$ cat src/rtl/super6502_mem_pkg.sv
`default_nettype none

package super6502_mem_pkg;

    // processor side bus
    localparam int ADDR_W = 16;
    localparam int DATA_W = 8;

    // on-chip memory map, same windows as the crossbar on the full board
    localparam logic [ADDR_W-1:0] RAM_BASE = 16'h0000;
    localparam logic [ADDR_W-1:0] RAM_LAST = 16'h01ff;
    localparam logic [ADDR_W-1:0] ROM_BASE = 16'hf000;
    localparam logic [ADDR_W-1:0] ROM_LAST = 16'hffff;

    localparam int RAM_ADDR_BITS = 9;   // 512 bytes
    localparam int ROM_ADDR_BITS = 12;  // 4 KiB

    // axi style response codes
    typedef enum logic [1:0] {
        RESP_OKAY   = 2'd0,
        RESP_SLVERR = 2'd2,
        RESP_DECERR = 2'd3
    } resp_t;

    typedef enum logic {
        BR_IDLE = 1'b0,
        BR_BUSY = 1'b1
    } bridge_state_t;

endpackage

`default_nettype wire

$ cat src/rtl/byte_ram.sv
`timescale 1ns/1ns
`default_nettype none

module byte_ram (
    input   logic                                       i_sysclk,
    input   logic                                       i_rst,

    input   logic                                       i_strobe,
    input   logic [super6502_mem_pkg::RAM_ADDR_BITS-1:0] i_index,
    input   logic                                       i_write,
    input   logic [super6502_mem_pkg::DATA_W-1:0]       i_wdata,

    output  logic                                       o_done,
    output  logic [super6502_mem_pkg::DATA_W-1:0]       o_rdata,
    output  super6502_mem_pkg::resp_t                   o_resp
);

import super6502_mem_pkg::*;

localparam int DEPTH = 1 << RAM_ADDR_BITS;

logic [DATA_W-1:0] mem [DEPTH];

integer i;

initial begin
    for (i = 0; i < DEPTH; i = i + 1) begin
        mem[i] = '0;
    end
end

always @(posedge i_sysclk) begin
    if (i_strobe && i_write) begin
        mem[i_index] <= i_wdata;
    end
end

// read data, writes answer with zero
always_ff @(posedge i_sysclk) begin
    if (i_strobe) begin
        o_rdata <= i_write ? '0 : mem[i_index];
    end
end

always_ff @(posedge i_sysclk) begin
    if (i_rst) begin
        o_done <= 1'b0;
    end else begin
        o_done <= i_strobe;
    end
end

assign o_resp = RESP_OKAY;  // ram never refuses an access

endmodule

`default_nettype wire

$ cat config.mk
export PLATFORM = sky130hd
export DESIGN_NAME = byte_ram
export DESIGN_NICKNAME = d
export VERILOG_FILES = /design/src/rtl/super6502_mem_pkg.sv /design/src/rtl/byte_ram.sv
export SDC_FILE = /design/constraint.sdc
export NUM_CORES = 2
export LEC_CHECK = 0
export BUFFER_PORTS_ARGS = -buffer_cell sky130_fd_sc_hd__buf_2
export CORE_ASPECT_RATIO = 0.8
export CORE_MARGIN = 4
export CORE_UTILIZATION = 45
export CTS_BUF_LIST = sky130_fd_sc_hd__clkbuf_2 sky130_fd_sc_hd__clkbuf_4 sky130_fd_sc_hd__clkbuf_8
export DETAILED_ROUTE_END_ITERATION = 8
export GPL_ROUTABILITY_DRIVEN = 0
export PLACE_DENSITY = 0.63
export SLEW_MARGIN = 25
export SYNTH_ARGS = -nofsm -noshare
export SYNTH_HDL_FRONTEND = slang
export SYNTH_SLANG_ARGS = --single-unit
$ cat constraint.sdc
create_clock -name i_sysclk -period 8.1 [get_ports i_sysclk]
set_clock_uncertainty 0.15 [all_clocks]
set_input_delay 1.215 -clock i_sysclk [delete_from_list [all_inputs] [get_ports i_sysclk]]
set_output_delay 1.215 -clock i_sysclk [all_outputs]
set_load 0.01 [all_outputs]
---- After elaboration in Yosys (flattened, before gate mapping) ----
Memory sizes are Yosys's and may differ from the RTL's. A register that Yosys moved wholly into a read port is not among the register bits.
Cells that the tools add are included.
storage, ports and cells
  bits in registers ....................... 1
  latch bits .............................. 0
  memory bits (writable) .................. 4096
  memory bits (read-only) ................. 0
  input port bits ......................... 21
  output and inout bits ................... 11
  memories kept ........................... 1
memories
  name  depth  bits a word  read ports  clocked after Yosys merged registers in  wr ports  RTL line        text
  mem   512    8            1           1                                        1         byte_ram.sv:22  logic [DATA_W-1:0] mem [DEPTH];
cells by class
  add/sub/neg operators ................... 0
  multiply operators ...................... 0
  div/mod/pow operators ................... 0
  magnitude comparators ................... 0
  eq/ne operators ......................... 0
  shift-type cells ........................ 0
  mux-type cells .......................... 2
  bitwise operators ....................... 0
  reduce and logical (&&, ||, !) cells .... 1
operators by type and width
  kind               count
  2-to-1 mux 1 bit   2
  logical AND 1 bit  1

---- Depth between registers and ports, before layout ----
  word-level depth ........................ 3
  gate-level depth with buffers ........... 13
  depth with buffers taken out ............ 7

---- Worst setup path after synthesis ----
Ideal clock, no wire load.
  path type ............................... in2reg
  start ................................... input port i_index[1] (netlist bit)
  end ..................................... register o_rdata[6] (netlist bit) (read register of mem) (data pin)
  library setup time ...................... 0.281 ns
  arrival ................................. 3.500 ns
  path slack .............................. 4.169 ns
  stages on the path ...................... 10
  buffers on the path ..................... 5
  path through ............................ buf_2 -> buf_4 -> buf_2 -> buf_2 -> buf_1 -> mux4_2 -> a221oi_1 -> o21ai_0 -> a2111oi_0 -> a41oi_1
RTL lines
  what             RTL line        text
  start, declared  byte_ram.sv:9   input logic [super6502_mem_pkg::RAM_ADDR_BITS-1:0] i_index,
  end, declared    byte_ram.sv:14  output logic [super6502_mem_pkg::DATA_W-1:0] o_rdata,

==> impl_metrics.json <==
{
  "syn_inst": 7458,
  "holdCritPathClass": "primary input to flip-flop",
  "relSlewSlack_pct": 20.8,
  "drtIter0Drc": 11537,
  "cts_tree": "done",
  "grt_pass1_wl_um": 612000,
  "final_cells": 13011,
  "synth_compound_area_share_pct": 2.22,
  "cts_buffers": 603,
  "peakVddDrop_v": 0.000169,
  "via_per_inst": 6.16,
  "drive_gt1_share_pct": 26.3,
  "layout.nets": 7840,
  "ys_ff_latch": 4105,
  "dp_hpwl_um": 261000,
  "synth_fa_ha_area_share_pct": 0,
  "run_status": "finished clean",
  "place_ws_ns": 2.01,
  "start_util_pct": 45.2,
  "die_x_um": 673,
  "grt_start_max_net_pins": 198,
  "dr.pass1.iters": 8,
  "tightestPinTransition_ns": 1.19,
  "cts_setup_buffers": 0,
  "core_um2": 353000,
  "critPathKind": "primary input to flip-flop",
  "synth-simple-area-share_pct": 2.68,
  "ant_nets": 0,
  "cts_buffer_depth": 4,
  "drt-total-wl_um": 433000,
  "layout_setup_ws_ns": 2.83,
  "clk_latency_ns": 1.09,
  "setup_viol_count_final": 0,
  "slowest_stage": "nor4_1",
  "clkSinkCount": 4105,
  "crit_required_ns": 8.71,
  "syn_to_final_growth_pct": 11.0,
  "wire_per_inst_um": 33.3,
  "syn_area_um2": 159000,
  "place_inst": 11941,
  "synth_xor_area_share_pct": 0,
  "avgSynthCellArea_um2": 21.4,
  "io_buffers": 29,
  "cp_slowest_stage_delay_ns": 0.97,
  "htree_levels": 6,
  "holdBufCountCts": 0,
  "crit_buf_inv": 2,
  "die_h_um": 540,
  "synth_top_family_by_area": "multiplexers",
  "rows": 195,
  "postCtsResizedCells": 0,
  "num_vias": 80197,
  "finalHoldViolCount": 0,
  "ys_seq_area_share_pct": 77.4,
  "synthMuxAreaShare_pct": 16.2,
  "cp.arrival_ns": 5.88,
  "fmax_mhz": 190,
  "root_buffer": "clkbuf_8",
  "layout_commonest_cell": "edfxtp_1",
  "yosysWarnings": 0,
  "final.setup.tns_ns": 0,
  "path_max_fanout": 76,
  "period_share_pct": 65.1,
  "final_cell_mix": "4104 x edfxtp_1, 967 x mux4_2, 624 x clkbuf_8, 583 x nor2_1, 369 x mux2i_1",
  "cpMostUsedCell": "buf_12",
  "synth_edf_count": 4104,
  "dieArea_um2": 364000,
  "drc_errors": 0,
  "async_reset_ff_share_pct": 0,
  "pin_count": 32,
  "endpoint_kind": "flip-flop",
  "cp-start-kind": "primary input",
  "rsz0062_at_grt": "false",
  "crit_chain": "buf_12 > buf_12 > mux4_2 > o211ai_1 > o22ai_1 > nor2_1 > o2111ai_1 > nor4_1 > a41oi_1",
  "grt_usage_pct": 23.6,
  "final.min_clock_period_ns": 5.27,
  "power_leakage_uw": 0.0548,
  "synth_cell_types": 70,
  "grt.overflow.total": 0,
  "antenna_found_initial": 28,
  "clk_pin_slew_ns": 0.07,
  "grt_pass1_vias": 80198,
  "drv_cap": 0,
  "ys.flop_type": "edfxtp_1",
  "p_per_area_nw_per_um2": 236,
  "crit_family": "simple AND/OR/NAND/NOR gates",
  "finalMaxSlewViolations": 0
}
[sequential cells by signal (all words and copies together) (netlist names)]
name and count:
o_rdata 8, o_done 1, mem 4096
[power breakdown]
group / switching (uW) / internal [uW] / leakage (uW)
registers: 15.0 / 23400 / 0.0369
clock network: 7860 / 8370 / 0.00599
logic: 1370 / 666 / 0.0119
total: 9250 / 32400 / 0.0548
[worst min-delay path, cell delays in order]
cell     delay (ns)
buf_2          0.07
nor2b_1        0.03
buf_4          0.21
[final timing paths]
path,to,cells past startpoint,start,slack (ns)
max,o_rdata[4],9,i_index[0],2.83
min,o_done,3,i_rst,0.42
max reg2reg,o_rdata[7],8,mem[494][7],3.90
min reg2reg,o_rdata[2],4,mem[351][2],0.86
[synthesized netlist by cell type (16+ instances only)]
cell | n | share of area (%)
edfxtp_1 | 4104 | 77
mux4_2 | 967 | 14
nor2_1 | 585 | 1.4
mux2i_1 | 369 | 2.3
clkbuf_1 | 185 | 0.44
buf_2 | 165 | 0.52
nand2_1 | 153 | 0.36
o22ai_1 | 147 | 0.58
o21ai_0 | 86 | 0.27
a21oi_1 | 64 | 0.20
nand3_1 | 49 | 0.15
buf_4 | 45 | 0.21
buf_1 | 44 | 0.10
a22oi_1 | 40 | 0.19
mux2_2 | 34 | 0.24
nand4_1 | 34 | 0.13
nor2b_1 | 32 | 0.13
buf_6 | 24 | 0.17
o211ai_1 | 24 | 0.11
nor3_1 | 23 | 0.072
a211oi_1 | 21 | 0.099
a31oi_1 | 21 | 0.082
and2_1 | 21 | 0.082
a22o_1 | 19 | 0.10
nor4_1 | 19 | 0.075
a221oi_1 | 16 | 0.088
and3_1 | 16 | 0.063
[routing by layer]
metal	vias to the layer above	wire, um	track usage, %
met5	-	137	0
met4	14	16900	8.30
met3	870	50500	6.88
met2	4768	195000	34.6
met1	42610	171000	33.9
li1	31935	-	-
[kinds of logic (layout without fill, tap and decap cells)]
logic type	count (synthesis)	in the layout
DFF	4105	4105
AOI/OAI and AO/OA	524	524
other	1	32
and+or+nand+nor	978	978
buffers and inverters	480	1274
muxes	1370	1370
[layout make-up]
cell class / count / area (um^2)
fill: 27911 / 176000
antenna: 30 / 75.1
tap: 4728 / 5920
timing repair buffer: 219 / 2180
sequential: 4105 / 123000
multi-input combinational: 2874 / 33900
clock inverter: 218 / 1290
clock buffer: 821 / 10100
inverter: 16 / 72.6
[per-stage QoR]
| stage | instance area, um^2 | util, % | total power [uW] | hold WS, ns |
|---|---|---|---|---|
| 3_3_place_gp | 165000 | 46.9 | 25800 | 0.874 |
| 2_1_floorplan | 159000 | - | 24900 | 0.748 |
| 5_1_grt | 177000 | 50.1 | 43000 | 0.364 |
| 6_report | 177000 | 50.1 | 41700 | 0.422 |
| 4_1_cts | 177000 | 50.1 | 41800 | 0.310 |
| 3_5_place_dp | 165000 | 46.9 | 25900 | 0.858 |
Note: power is estimated with default switching activity, not from simulation.
