File: src/rtl/super6502_mem_pkg.sv
`default_nettype none

package super6502_mem_pkg;

    // processor side bus
    localparam int ADDR_W = 16;
    localparam int DATA_W = 8;

    // on-chip memory map, same windows as the crossbar on the full board
    localparam logic [ADDR_W-1:0] RAM_BASE = 16'h0000;
    localparam logic [ADDR_W-1:0] RAM_LAST = 16'h01ff;
    localparam logic [ADDR_W-1:0] ROM_BASE = 16'hf000;
    localparam logic [ADDR_W-1:0] ROM_LAST = 16'hffff;

    localparam int RAM_ADDR_BITS = 9;   // 512 bytes
    localparam int ROM_ADDR_BITS = 12;  // 4 KiB

    // axi style response codes
    typedef enum logic [1:0] {
        RESP_OKAY   = 2'd0,
        RESP_SLVERR = 2'd2,
        RESP_DECERR = 2'd3
    } resp_t;

    typedef enum logic {
        BR_IDLE = 1'b0,
        BR_BUSY = 1'b1
    } bridge_state_t;

endpackage

`default_nettype wire

File: src/rtl/response_merge.sv
`timescale 1ns/1ns
`default_nettype none

module response_merge (
    input   logic                                   i_sysclk,
    input   logic                                   i_rsp_ready,
    input   logic                                   i_rst,

    input   logic                                   i_ram_done,
    input   logic [super6502_mem_pkg::DATA_W-1:0]   i_ram_rdata,
    input   super6502_mem_pkg::resp_t               i_ram_resp,

    input   logic                                   i_rom_done,
    input   logic [super6502_mem_pkg::DATA_W-1:0]   i_rom_rdata,
    input   super6502_mem_pkg::resp_t               i_rom_resp,

    input   logic                                   i_dec_err,

    output  logic                                   o_rsp_valid,
    output  logic [super6502_mem_pkg::DATA_W-1:0]   o_rsp_rdata,
    output  super6502_mem_pkg::resp_t               o_rsp_resp,
    output  logic                                   o_rsp_accepted
);

import super6502_mem_pkg::*;

logic capture;

// only one source can finish at a time, bridge keeps one request in flight
assign capture = i_ram_done | i_rom_done | i_dec_err;

assign o_rsp_accepted = o_rsp_valid & i_rsp_ready;

always_ff @(posedge i_sysclk) begin
    if (i_rst) begin
        o_rsp_valid <= 1'b0;
    end else if (capture) begin
        o_rsp_valid <= 1'b1;
    end else if (o_rsp_accepted) begin
        o_rsp_valid <= 1'b0;
    end
end

// held until the response transfers
always_ff @(posedge i_sysclk) begin
    if (i_ram_done) begin
        o_rsp_rdata <= i_ram_rdata;
        o_rsp_resp  <= i_ram_resp;
    end else if (i_rom_done) begin
        o_rsp_rdata <= i_rom_rdata;
        o_rsp_resp  <= i_rom_resp;
    end else if (i_dec_err) begin
        o_rsp_rdata <= '0;
        o_rsp_resp  <= RESP_DECERR;
    end
end

endmodule

`default_nettype wire

File: config.mk
export PLATFORM = sky130hd
export DESIGN_NAME = response_merge
export DESIGN_NICKNAME = d
export VERILOG_FILES = /design/src/rtl/super6502_mem_pkg.sv /design/src/rtl/response_merge.sv
export SDC_FILE = /design/constraint.sdc
export NUM_CORES = 1
export LEC_CHECK = 0
export BUFFER_PORTS_ARGS = -buffer_cell sky130_fd_sc_hd__buf_2
export CAP_MARGIN = 20
export CORE_AREA = 5 5 42 44
export DETAILED_ROUTE_END_ITERATION = 10
export DIE_AREA = 0 0 47 49
export PLACE_DENSITY_LB_ADDON = 0.2
export SLEW_MARGIN = 30
export SYNTH_ARGS = -nofsm -noshare
export SYNTH_HDL_FRONTEND = slang
export SYNTH_SLANG_ARGS = --single-unit
File: constraint.sdc
create_clock -name i_sysclk -period 2 [get_ports i_sysclk]
set_input_delay 0.2 -clock i_sysclk [delete_from_list [all_inputs] [get_ports i_sysclk]]
set_output_delay 0.2 -clock i_sysclk [all_outputs]
set_load 0.01 [all_outputs]
# == Word level (Yosys, flattened, before mapping) ==
# Index checks and enable logic that the tools add are counted.
# W data, S select, Z words.
# op_classes
n_div,0
n_reduce_logical,2
bitwise_logic,3
shift,0
n_eq_ne,0
n_mux,8
add_sub_neg,0
multipliers,0
order_cmp,0
# op_table
op,count
$mux W8,3
$mux W2,3
$reduce_bool A3 Y1,1
$mux W1,2
$or A1 B1 Y1,2
$reduce_bool A2 Y1,1
$and A1 B1 Y1,1
# totals
regBits,11
input_bits,26
word_cells,16
ram_bits,0
romBits,0
mem_count,0
out_inout_bits,12
latchBits,0

# == Depth between registers and ports, before layout ==
# logic_depth
word_depth,3
ltp_mapped,3
mapped_depth_nobuf,2

# == Worst setup path before layout ==
# No wires, ideal clock.
# synth_path
kind,in2reg
start,input i_rom_done
end,"register o_rsp_rdata[0] in the netlist's numbering, enable pin"
cell_stages,2
required_ns,1.712
slack_ns,1.118
n_path_buf,0
arrival_time_ns,0.594
setup_time_ns,0.288
path_cell_list,nor3_1 > inv_1
# synth_via
elab_chain_cells,1
# synth_lines
item,line_no,text
start: declaration,response_merge.sv:13,"input logic i_rom_done,"
$reduce_bool A3 Y1 (no source line),-,
end signal: assignment,response_merge.sv:47,o_rsp_rdata <= i_ram_rdata;
end signal: assignment,response_merge.sv:50,o_rsp_rdata <= i_rom_rdata;
end: declaration,response_merge.sv:20,"output logic [super6502_mem_pkg::DATA_W-1:0] o_rsp_rdata,"
# No other way between the ends.
# A chain may end at the register's enable or synchronous reset.

# == Worst setup path after layout ==
# layout_path
start,register o_rsp_valid
end,output o_rsp_accepted
# layout_via
elab_chain_cells,1
# layout_lines
item,line_no,text
start: declaration,response_merge.sv:19,"output logic o_rsp_valid,"
start signal: assignment,response_merge.sv:36,o_rsp_valid <= 1'b0;
start signal: assignment,response_merge.sv:38,o_rsp_valid <= 1'b1;
start signal: assignment,response_merge.sv:40,o_rsp_valid <= 1'b0;
$and A1 B1 Y1,response_merge.sv:32,assign o_rsp_accepted = o_rsp_valid & i_rsp_ready;
end: declaration,response_merge.sv:22,output logic o_rsp_accepted
# No other way between the ends.

==> results.tsv <==
stage	metric	value	unit
finish	Area Overhead vs Synth	45.1	%
die	Die Wd	47	um
synth	Post-Synth XOR/XNOR Area	0	%
power	power per cell area	743	nW/um^2
place	I/O Buffers	37	
worst_setup_path	CP startpoint kind	register	
die	standard-cell rows	14	
worst_setup_path	crit path buf inv count	1	
die	Die Span Y	49	um
worst_setup_path	Critical Path End Type	output port	
worst_hold_path	cell depth of the worst hold path	2	
cts	# Post-CTS Setup Buffers	0	
die	I/O Pins	38	
die	core area	1400	sq um
global_route	initial antenna violation count	0	
cts	clock sink count	11	
synth	Simple-Gate Fraction of Synth Area	8.40	%
worst_hold_path	Min-Delay Endpoint	o_rsp_valid$_SDFFE_PP0P_	
finish	share of cells above drive strength 1	56.2	%
routing	wire length per cell	11.6	um
sta	Fin Setup TNS	0	ns
sta	worst relative slew slack	76.1	%
cts	CTS tree	yes	
worst_setup_path	CP max stage delay	0.34	ns
synth	Ys Warns	0	
synth	fraction of synthesized area in multiplexers	0	%
cts	TritonCTS buffer count	3	
finish	nets@finish	100	
synth	Post-Synth Adder-Cell Area	0	%
worst_setup_path	CP arrival	0.84	ns
die	Die Area	2300	sq um
routing	via count	407	
sta	worst clock skew	0	ns
sta	Fin. Hold Viols	0	
cts	# H-tree levels	1	
sta	Period minus WS final	1.04	ns
synth	Yosys cell types	14	
routing	DRC viols	0	
cts	clk buf depth	2	
synth	main combinational cell family by area after synthesis	compound AO/OA/AOI/OAI gates	
worst_setup_path	CP max-delay cell	dfxtp_1	
sta	RSZ-0062 raised after global routing	no	
synth	Synth Area in Compound Gates	18.6	%
die	Initial Util	34.0	%
routing	Detail Route Antenna Nets	0	
power	overall power	0.000514	W
worst_setup_path	R2R setup slack	1.41	ns
synth	Seq cells post-synth	11	
cts	quantity of hold-fixing buffers added after cts	0	
cts	cts repair resizes	0	
power	worst vdd ir	0.000532	V
worst_hold_path	hold_sp	i_rst	
sta	final setup violation count	0	
worst_setup_path	R2R Path Start	o_rsp_valid$_SDFFE_PP0P_	
routing	initial DRC count	5	
global_route	gr ovfl total	0	
power	Leak	0.342	nW
worst_setup_path	WS Path Type	register to output port	
routing	routed wire length	1030	um
sta	fin. max-slew vios	0	
worst_hold_path	worst min path class	input pin to register	
sta	Worst Max-Slew Pin Slew	0.359	ns
worst_setup_path	crit-path cells	and2_1 > buf_2	
global_route	number of global-route vias before repair	380	
synth	sequential-to-total area share from yosys stat	67.2	%
cts	Skew-Pair Late Insertion Delay	0.25	ns
synth	Mapped Area	477	sq um
synth	Post-Synthesis Net Count	60	
status	outcome	completed	
sta	Highest Clock Rate	966	MHz
global_route	GRT Resource Usage Total	8.86	%
sta	period utilisation layout	51.8	%
routing	Pre-Repair DR Iteration Count	3	
global_route	largest net degree at the start of global routing	15	
worst_setup_path	largest fanout on the critical path	3	
worst_setup_path	r2r worst-path depth	2	
routing	via/cell ratio	4.57	
worst_setup_path	reg-to-reg endpoint	o_rsp_valid$_SDFFE_PP0P_	
cts	Root Driver	clkbuf_4	
finish	n_diodes	0	
cts	clock edge transition at the registers on the reported setup and hold paths	0.07	ns
place	hpwl dp	895	um
global_route	first-pass GRT wire length	1520	um
worst_setup_path	Critical Path RT	1.80	ns
worst_setup_path	CP top delay family	flip-flops	
synth	Synth Instances	34	
place	GPL Wtd Cong	0.662	
synth	post-synthesis area per instance	14.0	sq um
run	max_cap viols	0	
worst max path at each step:
stage	startpoint	endpoint	slack, ns	cells after the start
final	o_rsp_valid$_SDFFE_PP0P_	o_rsp_accepted	0.96	2
after CTS	o_rsp_valid$_SDFFE_PP0P_	o_rsp_accepted	0.95	2
after floorplan	i_rom_done	o_rsp_rdata[0]$_DFFE_PP_	1.12	2
after global routing	o_rsp_valid$_SDFFE_PP0P_	o_rsp_accepted	0.88	2
after detailed placement	i_ram_done	o_rsp_rdata[2]$_DFFE_PP_	0.83	3
after global placement	i_ram_done	o_rsp_rdata[2]$_DFFE_PP_	0.85	3
metrics by stage:
stage / cell area (sq um) / util (%) / setup slack, ns / hold WS (ns) / instances
after floorplan: 477 / - / 1.12 / 0.269 / 34
final: 692 / 49.4 / 0.965 / 0.0935 / 89
after CTS: 692 / 49.4 / 0.950 / 0.0897 / 89
after detailed placement: 666 / 47.5 / 0.829 / 0.363 / 85
after global placement: 666 / 47.5 / 0.853 / 0.360 / 85
after global routing: 692 / 49.4 / 0.884 / 0.0854 / 89
metal layers:
| metal | routed length [um] | share of wire, % | track usage (%) |
|---|---|---|---|
| met1 | 349 | 34 | 9.66 |
| met3 | 111 | 11 | 4.43 |
| met2 | 566 | 55 | 15.2 |
| met4 | 6 | 0.58 | 1.38 |
| met5 | 0 | 0 | 0 |
synthesized netlist by cell type:
library cell   n  area [sq um]
dfxtp_1        1          20.0
inv_1          3          11.3
a21oi_1        1          5.00
and2_1         1          6.26
nor3_1         1          5.00
a22o_1         7          61.3
edfxtp_1      10           300
buf_6          1          11.3
a2bb2oi_1      2          17.5
nand2b_1       2          12.5
nand2_1        2          7.51
o21ai_0        1          5.00
nor2b_2        1          8.76
buf_2          1          5.00
sequential cells by signal (all words and copies together), names as in the netlist:
| name | cells |
|---|---|
| o_rsp_rdata | 8 |
| o_rsp_resp | 2 |
| o_rsp_valid | 1 |
cell type report:
class	count	area, sq um
repair buffers	37	185
well taps	16	20.0
multi-input cells	18	129
fillers	139	709
clock buffers	4	26.3
inverters	3	11.3
flip-flops and latches	11	320
layout by cell type (no fill, tap or decap):
cell | synthesis | final
o21ai_0 | 1 | 1
nor2b_2 | 1 | 1
clkbuf_1 | 0 | 1
nor3_1 | 1 | 1
dfxtp_1 | 1 | 1
and2_1 | 1 | 1
buf_2 | 1 | 37
a2bb2oi_1 | 2 | 2
clkbuf_4 | 0 | 3
nand2b_1 | 2 | 2
inv_1 | 3 | 3
a21oi_1 | 1 | 1
nand2_1 | 2 | 2
a22o_1 | 7 | 7
edfxtp_1 | 10 | 10
cells by family after synthesis:
family,after synthesis
buffers and inverters,5
and+or+nand+nor,7
AOI/OAI and AO/OA,11
DFF,11
power by group:
part | total (W) | internal [W] | leakage [nW] | switching [W]
combinational | 0.0000891 | 0.0000468 | 0.212 | 0.0000423
clock | 0.000143 | 0.0000768 | 0.0150 | 0.0000664
sequential | 0.000282 | 0.000276 | 0.115 | 0.00000545
(Power assumes the default switching activity.)
