$ cat config.mk
export PLATFORM = sky130hd
export DESIGN_NAME = bus_bridge
export DESIGN_NICKNAME = d
export VERILOG_FILES = /design/src/rtl/super6502_mem_pkg.sv /design/src/rtl/bus_bridge.sv
export SDC_FILE = /design/constraint.sdc
export NUM_CORES = 1
export LEC_CHECK = 0
export BUFFER_PORTS_ARGS = -buffer_cell sky130_fd_sc_hd__buf_2
export CORE_UTILIZATION = 38
export CTS_BUF_LIST = sky130_fd_sc_hd__clkbuf_4 sky130_fd_sc_hd__clkbuf_8
export CTS_CLUSTER_DIAMETER = 200
export DETAILED_ROUTE_END_ITERATION = 8
export PLACE_DENSITY = 0.88
export SETUP_SLACK_MARGIN = 0.3
export SLEW_MARGIN = 15
export SYNTH_ARGS = -nofsm -noshare
export SYNTH_HDL_FRONTEND = slang
export SYNTH_SLANG_ARGS = --single-unit
$ cat constraint.sdc
create_clock -name i_sysclk -period 1 [get_ports i_sysclk]
set_input_delay 0.05 -clock i_sysclk [delete_from_list [all_inputs] [get_ports i_sysclk]]
set_output_delay 0.05 -clock i_sysclk [all_outputs]
set_load 0.005 [all_outputs]
$ cat src/rtl/super6502_mem_pkg.sv
`default_nettype none

package super6502_mem_pkg;

    // processor side bus
    localparam int ADDR_W = 16;
    localparam int DATA_W = 8;

    // on-chip memory map, same windows as the crossbar on the full board
    localparam logic [ADDR_W-1:0] RAM_BASE = 16'h0000;
    localparam logic [ADDR_W-1:0] RAM_LAST = 16'h01ff;
    localparam logic [ADDR_W-1:0] ROM_BASE = 16'hf000;
    localparam logic [ADDR_W-1:0] ROM_LAST = 16'hffff;

    localparam int RAM_ADDR_BITS = 9;   // 512 bytes
    localparam int ROM_ADDR_BITS = 12;  // 4 KiB

    // axi style response codes
    typedef enum logic [1:0] {
        RESP_OKAY   = 2'd0,
        RESP_SLVERR = 2'd2,
        RESP_DECERR = 2'd3
    } resp_t;

    typedef enum logic {
        BR_IDLE = 1'b0,
        BR_BUSY = 1'b1
    } bridge_state_t;

endpackage

`default_nettype wire

$ cat src/rtl/bus_bridge.sv
`timescale 1ns/1ns
`default_nettype none

module bus_bridge (
    input   logic                                       i_sysclk,
    input   logic                                       i_rst,

    input   logic                                       i_req_valid,
    output  logic                                       o_req_ready,
    input   logic [super6502_mem_pkg::ADDR_W-1:0]       i_req_addr,
    input   logic                                       i_req_write,
    input   logic [super6502_mem_pkg::DATA_W-1:0]       i_req_wdata,

    output  logic                                       o_ram_strobe,
    output  logic                                       o_rom_strobe,
    output  logic                                       o_dec_err,
    output  logic [super6502_mem_pkg::ROM_ADDR_BITS-1:0] o_index,
    output  logic                                       o_write,
    output  logic [super6502_mem_pkg::DATA_W-1:0]       o_wdata,

    input   logic                                       i_rsp_accepted
);

import super6502_mem_pkg::*;

bridge_state_t state;

logic accept;
logic hit_ram;
logic hit_rom;
logic dec_pend;
logic [ADDR_W-1:0] ram_off;
logic [ADDR_W-1:0] rom_off;

assign o_req_ready = (state == BR_IDLE);
assign accept = i_req_valid & o_req_ready;

assign hit_ram = (i_req_addr >= RAM_BASE) && (i_req_addr <= RAM_LAST);
assign hit_rom = (i_req_addr >= ROM_BASE) && (i_req_addr <= ROM_LAST);

assign ram_off = i_req_addr - RAM_BASE;
assign rom_off = i_req_addr - ROM_BASE;

always_ff @(posedge i_sysclk) begin
    if (i_rst) begin
        state        <= BR_IDLE;
        o_ram_strobe <= 1'b0;
        o_rom_strobe <= 1'b0;
        dec_pend     <= 1'b0;
        o_dec_err    <= 1'b0;
    end else begin
        o_ram_strobe <= accept & hit_ram;
        o_rom_strobe <= accept & hit_rom;
        dec_pend     <= accept & ~hit_ram & ~hit_rom;
        o_dec_err    <= dec_pend;   // lines up with a ram done pulse

        case (state)
            BR_IDLE: begin
                if (accept) begin
                    state <= BR_BUSY;
                end
            end
            BR_BUSY: begin
                if (i_rsp_accepted) begin
                    state <= BR_IDLE;
                end
            end
            default: state <= BR_IDLE;
        endcase
    end
end

// offset inside the matched window
always_ff @(posedge i_sysclk) begin
    if (accept) begin
        if (hit_rom) begin
            o_index <= rom_off[ROM_ADDR_BITS-1:0];
        end else begin
            o_index <= {{(ROM_ADDR_BITS-RAM_ADDR_BITS){1'b0}}, ram_off[RAM_ADDR_BITS-1:0]};
        end
        o_write <= i_req_write;
        o_wdata <= i_req_wdata;
    end
end

endmodule

`default_nettype wire

# After elaboration in Yosys (flattened, before gate mapping)

Index checks and enable logic that the tools add are counted.

Add/subtract/negate cells: 1
Magnitude comparators: 4
Mux-type cells: 4
Bitwise operators: 8
Reduce and logical (&&, ||, !) cells: 2

Operators by type and width:

| operator                                                         | count |
|---|---|
| >= comparator 16 x 1 -> 1 bit (second input constant)            | 1 |
| >= comparator 16 bit (second input constant)                     | 1 |
| less-or-equal comparator 16 bit (second input constant)          | 1 |
| less-or-equal comparator 16 x 9 -> 1 bit (second input constant) | 1 |
| subtractor 12 x 1 -> 12 bit (second input constant)              | 1 |
| two-way mux 9 bit                                                | 1 |
| bitwise AND 1 bit                                                | 5 |
| inverter 1 bit                                                   | 3 |
| logical AND 1 bit                                                | 2 |
| two-way mux 1 bit                                                | 2 |
| case mux 1 bit (2 select lines)                                  | 1 |

Register bits after elaboration: 26
Input port bits: 29

# Depth between registers and ports, before layout

Gate-level depths: netlist (run 1).

Depth in word-level cells: 5
Depth in mapped cells: 2

# Worst setup path before layout (run 1)

OpenSTA, ideal clock, no wires.

Kind: register to register
Start: register state
End: register o_index[0] (netlist bit), enable pin
Setup time: 0.348 ns
Arrival time: 0.753 ns
Data required time: 0.652 ns
Slack: -0.101 ns
Cell stages (with the launch flop): 2
Buffers on the path: 0
Clock period less this slack: 1.101 ns
Cell sequence: dfxtp_1 > and2b_2

Longest elaborated chain between the ends: 2

RTL lines:

| item                   | RTL line         | text |
|---|---|---|
| from (decl)            | bus_bridge.sv:26 | `bridge_state_t state;` |
| from (signal assigned) | bus_bridge.sv:46 | `state <= BR_IDLE;` |
| from (signal assigned) | bus_bridge.sv:60 | `state <= BR_BUSY;` |
| from (signal assigned) | bus_bridge.sv:65 | `state <= BR_IDLE;` |
| inverter 1 bit         | n/a              |  |
| bitwise AND 1 bit      | bus_bridge.sv:36 | `assign accept = i_req_valid & o_req_ready;` |
| via accept             | bus_bridge.sv:28 | `logic accept;` |
| to (signal assigned)   | bus_bridge.sv:77 | `o_index <= rom_off[ROM_ADDR_BITS-1:0];` |
| to (signal assigned)   | bus_bridge.sv:79 | `o_index <= {{(ROM_ADDR_BITS-RAM_ADDR_BITS){1'b0}}, ram_off[RAM_ADDR_BITS-1:0]};` |
| to (decl)              | bus_bridge.sv:17 | `output logic [super6502_mem_pkg::ROM_ADDR_BITS-1:0] o_index,` |

The timed path passes the listed nets, and every way through them passes these cells.
A chain may end at the register's enable or synchronous reset.

# Worst setup path in the final report (run 1)

Start: register state
End: register o_index[6] (netlist bit), enable pin

The elaborated chain is that of the path after synthesis.

==> impl_metrics.env, run 1 <==
export IMPL_post_dp_hpwl_um=1140
export IMPL_drt_iter0_drc=5
export IMPL_cp_slowest_cell="dfxtp_2"
export IMPL_reg2regPathDepth=2
export IMPL_place_gp_congestion=0.626
export IMPL_holdPathEnd="state"
export IMPL_die_y_um=48.8
export IMPL_finalMaxSlewViolations=0
export IMPL_r2r_slack_ps=-50
export IMPL_relSlewSlack=0.712
export IMPL_postSynthCellCount=41
export IMPL_min_period_ps=1050
export IMPL_vias=686
export IMPL_ys_seq_elements=26
export IMPL_setup_viol_count_final=23
export IMPL_clock_skew_ps=7.24
export IMPL_core_area_um2=2000
export IMPL_power_total_uw=1940
export IMPL_die_w_um=48.8
export IMPL_cts_buffers=3
export IMPL_grt_usage=0.186
export IMPL_min_from="i_req_valid"
export IMPL_maxCapViolations=0
export IMPL_pwr_density_cell_nw_per_um2=1350
export IMPL_initial_core_util=0.416
export IMPL_die_area_um2=2380
export IMPL_yosysTopAreaCell="edfxtp_1"
export IMPL_route_antenna_remaining_nets=0
export IMPL_cts_root_buffer="clkbuf_4"
export IMPL_rows=16
export IMPL_drt_first_pass_iters=3
export IMPL_yosys_area_share_xor_xnor=0
export IMPL_grt_ovfl_total=0
export IMPL_placement_io_buffers=53
export IMPL_finalHoldViolCount=0
export IMPL_fin_tns_setup_ps=-783
export IMPL_synth_avg_cell_area_um2=20.3
export IMPL_finalNetCount=152
export IMPL_cts_tree="yes"
export IMPL_cts_path_max_buffers=2
export IMPL_cts_clk_slew_worst_paths_ps=130
export IMPL_crit_chain="and2b_4 -> buf_12"
export IMPL_antenna_found_initial=1
export IMPL_cp_start_kind="flop"
export IMPL_max_freq_ghz=0.954
export IMPL_grt_use_met1=0.214
export IMPL_async_flop_share=0
export IMPL_synth_compound_area_frac=0.0180
export IMPL_clk_latency_ps=300
export IMPL_r2r_end="o_index[6]"
export IMPL_violations="setup timing"
export IMPL_grt_use_met2=0.329
export IMPL_route_detailed_drc=0
export IMPL_worstHoldPathType="primary input to flop"
export IMPL_synth_edf_count=21
export IMPL_synth_top_area_frac=0.757
export IMPL_cts_htree_levels=1
export IMPL_vdd_drop_max_mv=0.714
export IMPL_slowest_delay_ps=350
export IMPL_drt_vias_per_instance=4.57
export IMPL_grt_pass1_wl_um=3210
export IMPL_netlist_top_cells_count="21 x edfxtp_1, 5 x dfxtp_1, 3 x and2_1"
export IMPL_clkSinkCount=26
export IMPL_grt_busiest_layer="met2"
export IMPL_yosysSeqAreaShare=0.877
export IMPL_synth_fa_ha_area_frac=0
export IMPL_routedWlPerCell_um=14.0
export IMPL_worstSetupPathType="flop to flop"
export IMPL_design_portCount=54
export IMPL_hold_depth=3
export IMPL_synth_flop_cell="edfxtp_1"
export IMPL_worst_slack_ps=-48.7
export IMPL_crit_family="flip-flops"
export IMPL_leakagePower_uw=0.000632
export IMPL_netlist_top_cells_area="edfxtp_1 76%, dfxtp_1 12%, and2_1 2.3%"
export IMPL_synth_top_family_by_area="simple AND/OR/NAND/NOR gates"
export IMPL_path_max_fanout=15
export IMPL_path_buf_inv=1
export IMPL_synth_mux_area_frac=0
export IMPL_drive_above_1_share=0.549
export IMPL_postCtsSetupBuffers=0
export IMPL_synthSimpleGateAreaFrac=0.101
export IMPL_syn_area_um2=833
export IMPL_yosysUniqueCellTypes=13
export IMPL_grt_pass1_vias=686
export IMPL_r2r_start="state"
export IMPL_place_ws_ps=-1.79
export IMPL_yosysWarnings=0
export IMPL_outcome="finished with violations"
export IMPL_end_kind="flop"
export IMPL_synth_most_common_cell="edfxtp_1"
export IMPL_grt_start_max_net_pins=16
export IMPL_syn_num_nets=70
export IMPL_grt_met3_usage=0.0405
export IMPL_crit_arrival_ps=1080
export IMPL_area_growth_pct=72.1
export IMPL_worst_ep_required_time_ps=1030
export IMPL_fin_crit_sh=1.05
export IMPL_worst_slew_pin_slew_ps=429
export IMPL_rsz0062_at_grt="yes"
export IMPL_wl_um=2100
export IMPL_crit_cells=2
-- worst max path at each step --
stage | from | end | slack, ps
finish | state | o_index[6] | -50
global route | state | o_wdata[0] | -60
CTS | state | o_index[3] | -20
detailed placement | state | o_index[3] | -2
global placement | state | o_index[6] | 2
floorplan | state | o_index[0] | -30
-- cell usage in the layout (no fill, tap or decap) --
cell / n
buf_4: 3
clkinv_1: 1
dfxtp_2: 2
nor2b_1: 1
and4_1: 1
buf_2: 52
nor3_1: 1
or3b_4: 1
dfxtp_1: 3
and2_1: 3
inv_1: 1
and3b_1: 2
edfxtp_1: 21
a211oi_2: 2
buf_6: 1
clkbuf_4: 3
and2b_4: 1
dlygate4sd3_1: 20
diode_2: 1
buf_12: 1
nor4_1: 1
nor2_4: 1
-- metal layers --
metal / part of all wire / vias up
met5: 0 / -
met4: 0.028 / 0
met3: 0.078 / 6
met2: 0.50 / 41
met1: 0.39 / 320
li1: - / 319
-- state kept, by name (all words and copies together) (netlist names) --
signal,count
o_dec_err,1
state,1
o_rom_strobe,1
o_wdata,8
o_index,12
o_write,1
o_ram_strobe,1
dec_pend,1
-- through the flow --
stage,instances,hold WS [ps],area (um2),util
finish,150,12.9,1430,0.716
detailed placement,125,229,1180,0.588
CTS,149,0.202,1420,0.708
global route,150,6.91,1430,0.716
global placement,125,228,1180,0.588
floorplan,41,121,836,-
-- kinds of logic after synthesis --
group                  count (synthesis)
buffers and inverters                  1
flip-flops                            26
AND/OR/NAND/NOR                       12
AO/OA/AOI/OAI                          2
-- layout make-up --
cell class,instances,area (um2)
Multi-Input combinational cell,14,120
Fill cell,136,568
Timing Repair Buffer,77,514
Clock buffer,3,22.5
Sequential cell,26,733
Clock inverter,1,3.75
Tap cell,27,33.8
Antenna cell,1,2.50
Inverter,1,3.75
-- where the power goes --
group          leakage (uW)  switching [uW]  total, uW  internal (uW)
sequential         0.000243            18.3       1260           1240
combinational      0.000373             106        273            167
clock             0.0000154             268        413            145
total              0.000632             392       1940           1550
-- worst reg2reg max path, cell delays in order (launching register included) --
cell	delay, ps
dfxtp_2	350
and2b_4	270
buf_12	150
-- what timing repair did --
item	CTS	global route
hold buffers	20	0
hold endpoints to repair	20	0
pin swaps	0	1
gates resized for setup	3	4
endpoints found under the setup margin	50	50
No activity file was read; power rests on OpenSTA's default activity.
==> run 2, diff against run 1 <==
--- a/config.mk
+++ b/config.mk
@@ -5,8 +5,9 @@
 export SDC_FILE = /design/constraint.sdc
 export NUM_CORES = 1
 export LEC_CHECK = 0
+export ABC_AREA = 1
 export BUFFER_PORTS_ARGS = -buffer_cell sky130_fd_sc_hd__buf_2
-export CORE_UTILIZATION = 38
+export CORE_UTILIZATION = 39
 export CTS_BUF_LIST = sky130_fd_sc_hd__clkbuf_4 sky130_fd_sc_hd__clkbuf_8
 export CTS_CLUSTER_DIAMETER = 200
 export DETAILED_ROUTE_END_ITERATION = 8
==> run 2 against run 1 <==
  * The run ends with hold timing left
  * Non-clock buffer count decreased by 1
  * Count of clock-buffer cells in the layout increased by 1
  * Clock power increased by 6.5%
  * Largest power group unchanged
  * Hold slack got worse by 23 ps
  * Sequential power about the same
  * Fmax increased by 8.9%
  * Worst setup slack improved by 85 ps
  * Die area increased by 5.1%
  * Power increased by 1.6%
  * Register-to-register slack improved by 90 ps
  * Critical path depth increased by 2
  * Combinational power increased by 3%
==> impl_metrics.env, run 2 <==
export IMPL_place_gp_congestion=0.640
export IMPL_drt_iter0_drc=11
export IMPL_worst_slack_ps=36.7
export IMPL_crit_chain="inv_2 -> nand2_4 -> clkinvlp_4 -> buf_12"
export IMPL_max_freq_ghz=1.04
export IMPL_cts_htree_levels=1
export IMPL_cp_start_kind="flop"
export IMPL_place_area_um2=1230
export IMPL_finalMaxSlewViolations=0
export IMPL_synth_top_area_frac=0.700
export IMPL_yosysTopAreaCell="edfxtp_1"
export IMPL_vias=744
export IMPL_route_detailed_drc=0
export IMPL_path_buf_inv=3
export IMPL_antennaDiodeCount=0
export IMPL_fillers=144
export IMPL_wl_um=1950
export IMPL_syn_num_nets=95
export IMPL_setup_viol_count_final=0
export IMPL_worstHoldPathType="primary input to flop"
export IMPL_netlist_top_cells_area="edfxtp_1 70%, dfxtp_1 11%, nor2_1 5.0%"
export IMPL_power_switching_uw=394
export IMPL_worst_slew_pin_slew_ps=123
export IMPL_clkPwrFrac=0.223
export IMPL_synth_top_family_by_area="simple AND/OR/NAND/NOR gates"
export IMPL_design_portCount=54
export IMPL_grt_usage=0.171
export IMPL_routedWlPerCell_um=11.2
export IMPL_synth_mux_area_frac=0
export IMPL_postSynthCellCount=66
export IMPL_syn_area_um2=901
export IMPL_maxCapViolations=0
export IMPL_finalHoldViolCount=1
export IMPL_antenna_found_initial=0
export IMPL_path_max_fanout=18
export IMPL_grt_start_max_net_pins=19
export IMPL_die_w_um=50.1
export IMPL_synth_avg_cell_area_um2=13.6
export IMPL_r2r_slack_ps=40
export IMPL_synth_compound_area_frac=0.00556
export IMPL_violations="hold timing"
export IMPL_clkSinkCount=26
export IMPL_finalNetCount=176
export IMPL_leakagePower_uw=0.000689
export IMPL_drt_first_pass_iters=4
export IMPL_slowest_delay_ps=340
export IMPL_layout_commonest_cell="buf_2"
export IMPL_relSlewSlack=0.918
export IMPL_drt_vias_per_instance=4.28
export IMPL_hold_depth=4
export IMPL_fin_crit_sh=0.963
export IMPL_grt_pass1_vias=676
export IMPL_hold_ws_ps=-9.84
export IMPL_end_kind="flop"
export IMPL_outcome="finished with violations"
export IMPL_worstSetupPathType="flop to flop"
export IMPL_cts_root_buffer="clkbuf_4"
export IMPL_p_seq_frac=0.634
export IMPL_async_flop_share=0
export IMPL_pwr_density_cell_nw_per_um2=1320
export IMPL_synth_flop_cell="edfxtp_1"
export IMPL_cp_slowest_cell="dfxtp_2"
export IMPL_yosysUniqueCellTypes=11
export IMPL_grt_pass1_wl_um=2980
export IMPL_synth_most_common_cell="edfxtp_1"
export IMPL_cts_tree="yes"
export IMPL_synth_fa_ha_area_frac=0
export IMPL_synthSimpleGateAreaFrac=0.125
export IMPL_route_antenna_remaining_nets=0
export IMPL_crit_family="flip-flops"
export IMPL_yosysSeqAreaShare=0.811
export IMPL_holdPathEnd="o_ram_strobe"
export IMPL_reg2regPathDepth=4
export IMPL_initial_core_util=0.411
export IMPL_grt_ovfl_total=0
export IMPL_r2r_end="o_wdata[6]"
export IMPL_placement_io_buffers=53
export IMPL_die_y_um=50.1
export IMPL_drive_above_1_share=0.521
export IMPL_p_sw_frac=0.200
export IMPL_combPwrFrac=0.143
export IMPL_clock_skew_ps=8.66
export IMPL_cts_clk_slew_worst_paths_ps=120
export IMPL_largest_register_ffs=12
export IMPL_min_from="i_req_addr[9]"
export IMPL_rows=17
export IMPL_area_growth_pct=65.3
export IMPL_yosysWarnings=0
export IMPL_p_int_uw=1580
export IMPL_synth_edf_count=21
export IMPL_post_dp_hpwl_um=1300
export IMPL_final_cell_mix="52 x buf_2, 21 x edfxtp_1, 20 x dlygate4sd3_1, 10 x nor2_1, 9 x nand2_1"
export IMPL_core_area_um2=2190
export IMPL_ys_seq_elements=26
export IMPL_reg_top3="o_index x12, o_wdata x8"
export IMPL_cts_path_max_buffers=2
export IMPL_worst_ep_required_time_ps=1020
export IMPL_crit_arrival_ps=980
export IMPL_regMostFlops="o_index"
export IMPL_rsz0062_at_grt="yes"
export IMPL_netlist_top_cells_count="21 x edfxtp_1, 12 x nor2_1, 9 x inv_1, 9 x nand2_1"
export IMPL_clk_latency_ps=300
export IMPL_min_period_ps=963
export IMPL_r2r_start="state"
export IMPL_vdd_drop_max_mv=0.738
export IMPL_hold_buffers=20
export IMPL_yosys_area_share_xor_xnor=0
export IMPL_die_area_um2=2510
export IMPL_place_ws_ps=27.9
export IMPL_cts_buffers=3
export IMPL_fin_area_um2=1490
run 2: cell types whose count changed in the layout (fill, tap and decap cells not counted), sizes merged, moves of 2 or more:
| cell | delta |
|---|---|
| a211oi | -2 |
| and3b | -2 |
| inv | +12 |
| and2 | -3 |
| nand2 | +11 |
| nor2 | +12 |
run 2: kinds of logic after synthesis:
kind of cell,count (synthesis)
DFF,26
and+or+nand+nor,25
buffers and inverters,14
AOI/OAI and AO/OA,1
run 2: power by group through the flow:
stage	registers [uW]	logic [uW]	clock network, uW
after floorplan	1280	60.4	0
after global placement	1270	201	0
after detailed placement	1270	211	0
after CTS	1250	276	458
after global routing	1260	310	502
final	1250	282	440
run 2: tightest hold or removal path, cell delays in order:
cell     delay (ps)
buf_2            90
nor2_1           40
nand2_1          60
nor2_2           40
run 2: routing by layer:
metal	vias up	routed length, um	track usage
li1	368	-	-
met1	331	760	0.188
met2	43	992	0.304
met3	2	184	0.0401
met4	0	11	0.0857
met5	-	0	0
run 2: how the worst max path moves through the flow:
stage               depth (start not counted)  start  slack, ps    endpoint
floorplan                                   3  state        -80  o_index[0]
global placement                            4  state         40  o_wdata[7]
detailed placement                          4  state         30  o_index[0]
CTS                                         4  state         30  o_wdata[3]
global route                                4  state        -20  o_wdata[1]
finish                                      4  state         40  o_wdata[6]
run 2: through the flow:
step,cells,utilization,setup TNS [ps],total power (uW)
6_report,174,0.680,0,1970
5_1_grt,174,0.680,-353,2070
4_1_cts,174,0.672,0,1980
3_5_place_dp,149,0.563,0,1480
3_3_place_gp,149,0.563,0,1470
2_1_floorplan,66,-,-1770,1340
run 2: final cells by class:
cell class / count / area [um2] / area share
flip-flops and latches: 26 / 734 / 0.493
repair buffers: 76 / 507 / 0.340
multi-input cells: 26 / 126 / 0.0849
inverters: 14 / 56.3 / 0.0378
well taps: 28 / 35.0 / 0.0235
clock buffers: 4 / 30.0 / 0.0202
run 2: timing repair:
item / 4_1_cts / 5_1_grt
endpoints found under the hold margin: 21 / 1
pin swaps: 2 / 0
endpoints found under the setup margin: 49 / 50
setup buffers: 1 / 0
resized for setup: 2 / 5
==> run 3, diff against run 2 <==
--- a/config.mk
+++ b/config.mk
@@ -11,9 +11,10 @@
 export CTS_BUF_LIST = sky130_fd_sc_hd__clkbuf_4 sky130_fd_sc_hd__clkbuf_8
 export CTS_CLUSTER_DIAMETER = 200
 export DETAILED_ROUTE_END_ITERATION = 8
+export MAX_ROUTING_LAYER = met4
 export PLACE_DENSITY = 0.88
 export SETUP_SLACK_MARGIN = 0.3
-export SLEW_MARGIN = 15
+export SLEW_MARGIN = 10
 export SYNTH_ARGS = -nofsm -noshare
 export SYNTH_HDL_FRONTEND = slang
 export SYNTH_SLANG_ARGS = --single-unit
==> run 3 against run 2 <==
  * The flow still finishes with violations (hold timing)
  * Register-to-register slack barely moved
  * Die area is the same
  * Hold slack is essentially flat
  * Combinational power about the same
  * Final cell count is the same
  * Sequential power hardly changed
  * Critical path type unchanged
  * Largest cell class unchanged
  * Highest routed layer unchanged
==> impl_metrics.env, run 3 (synthesis gave the netlist of run 2 again) <==
export IMPL_grt_start_max_net_pins=19
export IMPL_cts_root_buffer="clkbuf_4"
export IMPL_p_int_uw=1580
export IMPL_rsz0062_at_grt="yes"
export IMPL_cts_clk_slew_worst_paths_ps=120
export IMPL_leakagePower_uw=0.000689
export IMPL_die_w_um=50.1
export IMPL_worstSetupPathType="flop to flop"
export IMPL_pwr_density_cell_nw_per_um2=1320
export IMPL_antennaDiodeCount=0
export IMPL_path_max_fanout=18
export IMPL_drive_above_1_share=0.521
export IMPL_clkPwrFrac=0.223
export IMPL_die_area_um2=2510
export IMPL_wl_um=1950
export IMPL_fin_crit_sh=0.963
export IMPL_vias=744
export IMPL_combPwrFrac=0.143
export IMPL_clkSinkCount=26
export IMPL_post_dp_hpwl_um=1300
export IMPL_grt_ovfl_total=0
export IMPL_grt_usage=0.176
export IMPL_grt_pass1_wl_um=2980
export IMPL_routedWlPerCell_um=11.2
export IMPL_p_sw_frac=0.200
export IMPL_hold_ws_ps=-9.84
export IMPL_min_period_ps=963
export IMPL_cts_buffers=3
export IMPL_rows=17
export IMPL_die_y_um=50.1
export IMPL_layout_commonest_cell="buf_2"
export IMPL_outcome="finished with violations"
export IMPL_cts_htree_levels=1
export IMPL_grt_pass1_vias=676
export IMPL_power_switching_uw=394
export IMPL_multi_input_area_um2=126
export IMPL_reg_top3="o_index x12, o_wdata x8"
export IMPL_finalNetCount=176
export IMPL_worstHoldPathType="primary input to flop"
export IMPL_vdd_drop_max_mv=0.738
export IMPL_area_growth_pct=65.3
export IMPL_dp_cells=149
export IMPL_relSlewSlack=0.918
export IMPL_finalMaxSlewViolations=0
export IMPL_largest_register_ffs=12
export IMPL_fin_tns_setup_ps=0
export IMPL_register_area_um2=734
export IMPL_core_area_um2=2190
export IMPL_design_portCount=54
export IMPL_crit_start="state"
export IMPL_r2r_start="state"
export IMPL_place_area_um2=1230
export IMPL_drt_vias_per_instance=4.28
export IMPL_route_detailed_drc=0
export IMPL_min_from="i_req_addr[9]"
export IMPL_crit_arrival_ps=980
export IMPL_place_gp_congestion=0.646
export IMPL_placement_io_buffers=53
export IMPL_cts_tree="yes"
export IMPL_fin_cells=174
export IMPL_finalHoldViolCount=1
export IMPL_maxCapViolations=0
export IMPL_hold_buffers=20
export IMPL_worst_slew_pin_slew_ps=123
export IMPL_p_seq_frac=0.634
export IMPL_clk_latency_ps=300
export IMPL_cp_start_kind="flop"
export IMPL_fin_area_um2=1490
export IMPL_cts_path_max_buffers=2
export IMPL_final_cell_mix="52 x buf_2, 21 x edfxtp_1, 20 x dlygate4sd3_1, 10 x nor2_1, 9 x nand2_1"
export IMPL_initial_core_util=0.411
export IMPL_worst_ep_required_time_ps=1020
export IMPL_clock_skew_ps=8.66
export IMPL_drt_first_pass_iters=4
export IMPL_antenna_found_initial=0
export IMPL_violations="hold timing"
export IMPL_end_kind="flop"
export IMPL_drt_iter0_drc=11
export IMPL_power_total_uw=1970
export IMPL_fillers=144
export IMPL_setup_viol_count_final=0
export IMPL_max_freq_ghz=1.04
export IMPL_regMostFlops="o_index"
export IMPL_route_antenna_remaining_nets=0
run 3: cell counts in the layout (fill, tap and decap cells not counted):
Identical to the previous run, type by type.
run 3: final timing paths:
| check | slack (ps) | depth (start not counted) | to |
|---|---|---|---|
| min reg2reg | 410 | 2 | o_dec_err |
| max reg2reg | 40 | 4 | o_wdata[6] |
| max | 40 | 4 | o_wdata[6] |
| min | -10 | 4 | o_ram_strobe |
run 3: final cells by class:
class | count | share of cell area
flip-flops and latches | 26 | 0.493
repair buffers | 76 | 0.340
multi-input cells | 26 | 0.0849
inverters | 14 | 0.0378
well taps | 28 | 0.0235
clock buffers | 4 | 0.0202
run 3: critical path, stage by stage, from the launching register on:
cell and delay [ps]:
dfxtp_2 340, inv_2 60, nand2_4 60, clkinvlp_4 80
buf_12 150
run 3: through the flow:
| step | utilization | setup slack (ps) |
|---|---|---|
| after floorplan | - | -84.2 |
| after detailed placement | 0.563 | 27.9 |
| final | 0.680 | 36.7 |
| after global placement | 0.563 | 36.6 |
| after CTS | 0.672 | 34.6 |
| after global routing | 0.680 | -21.2 |
run 3: power by group through the flow:
| stage | logic [uW] | clock network, uW | registers (uW) |
|---|---|---|---|
| finish | 282 | 440 | 1250 |
| global route | 310 | 502 | 1260 |
| CTS | 276 | 458 | 1250 |
| detailed placement | 211 | 0 | 1270 |
| global placement | 201 | 0 | 1270 |
| floorplan | 60.4 | 0 | 1280 |
run 3: metal layers:
metal,GRT usage,vias to the layer above,part of all wire
met5,-,-,0
met4,0.0857,0,0.0056
met3,0.0340,2,0.094
met2,0.304,43,0.51
met1,0.192,331,0.39
li1,-,368,-
run 3: repair_timing:
action / in CTS / in global routing
pin swaps: 2 / 0
endpoints found under the hold margin: 21 / 1
setup buffers: 1 / 0
endpoints found under the setup margin: 49 / 50
gates resized for setup: 2 / 5
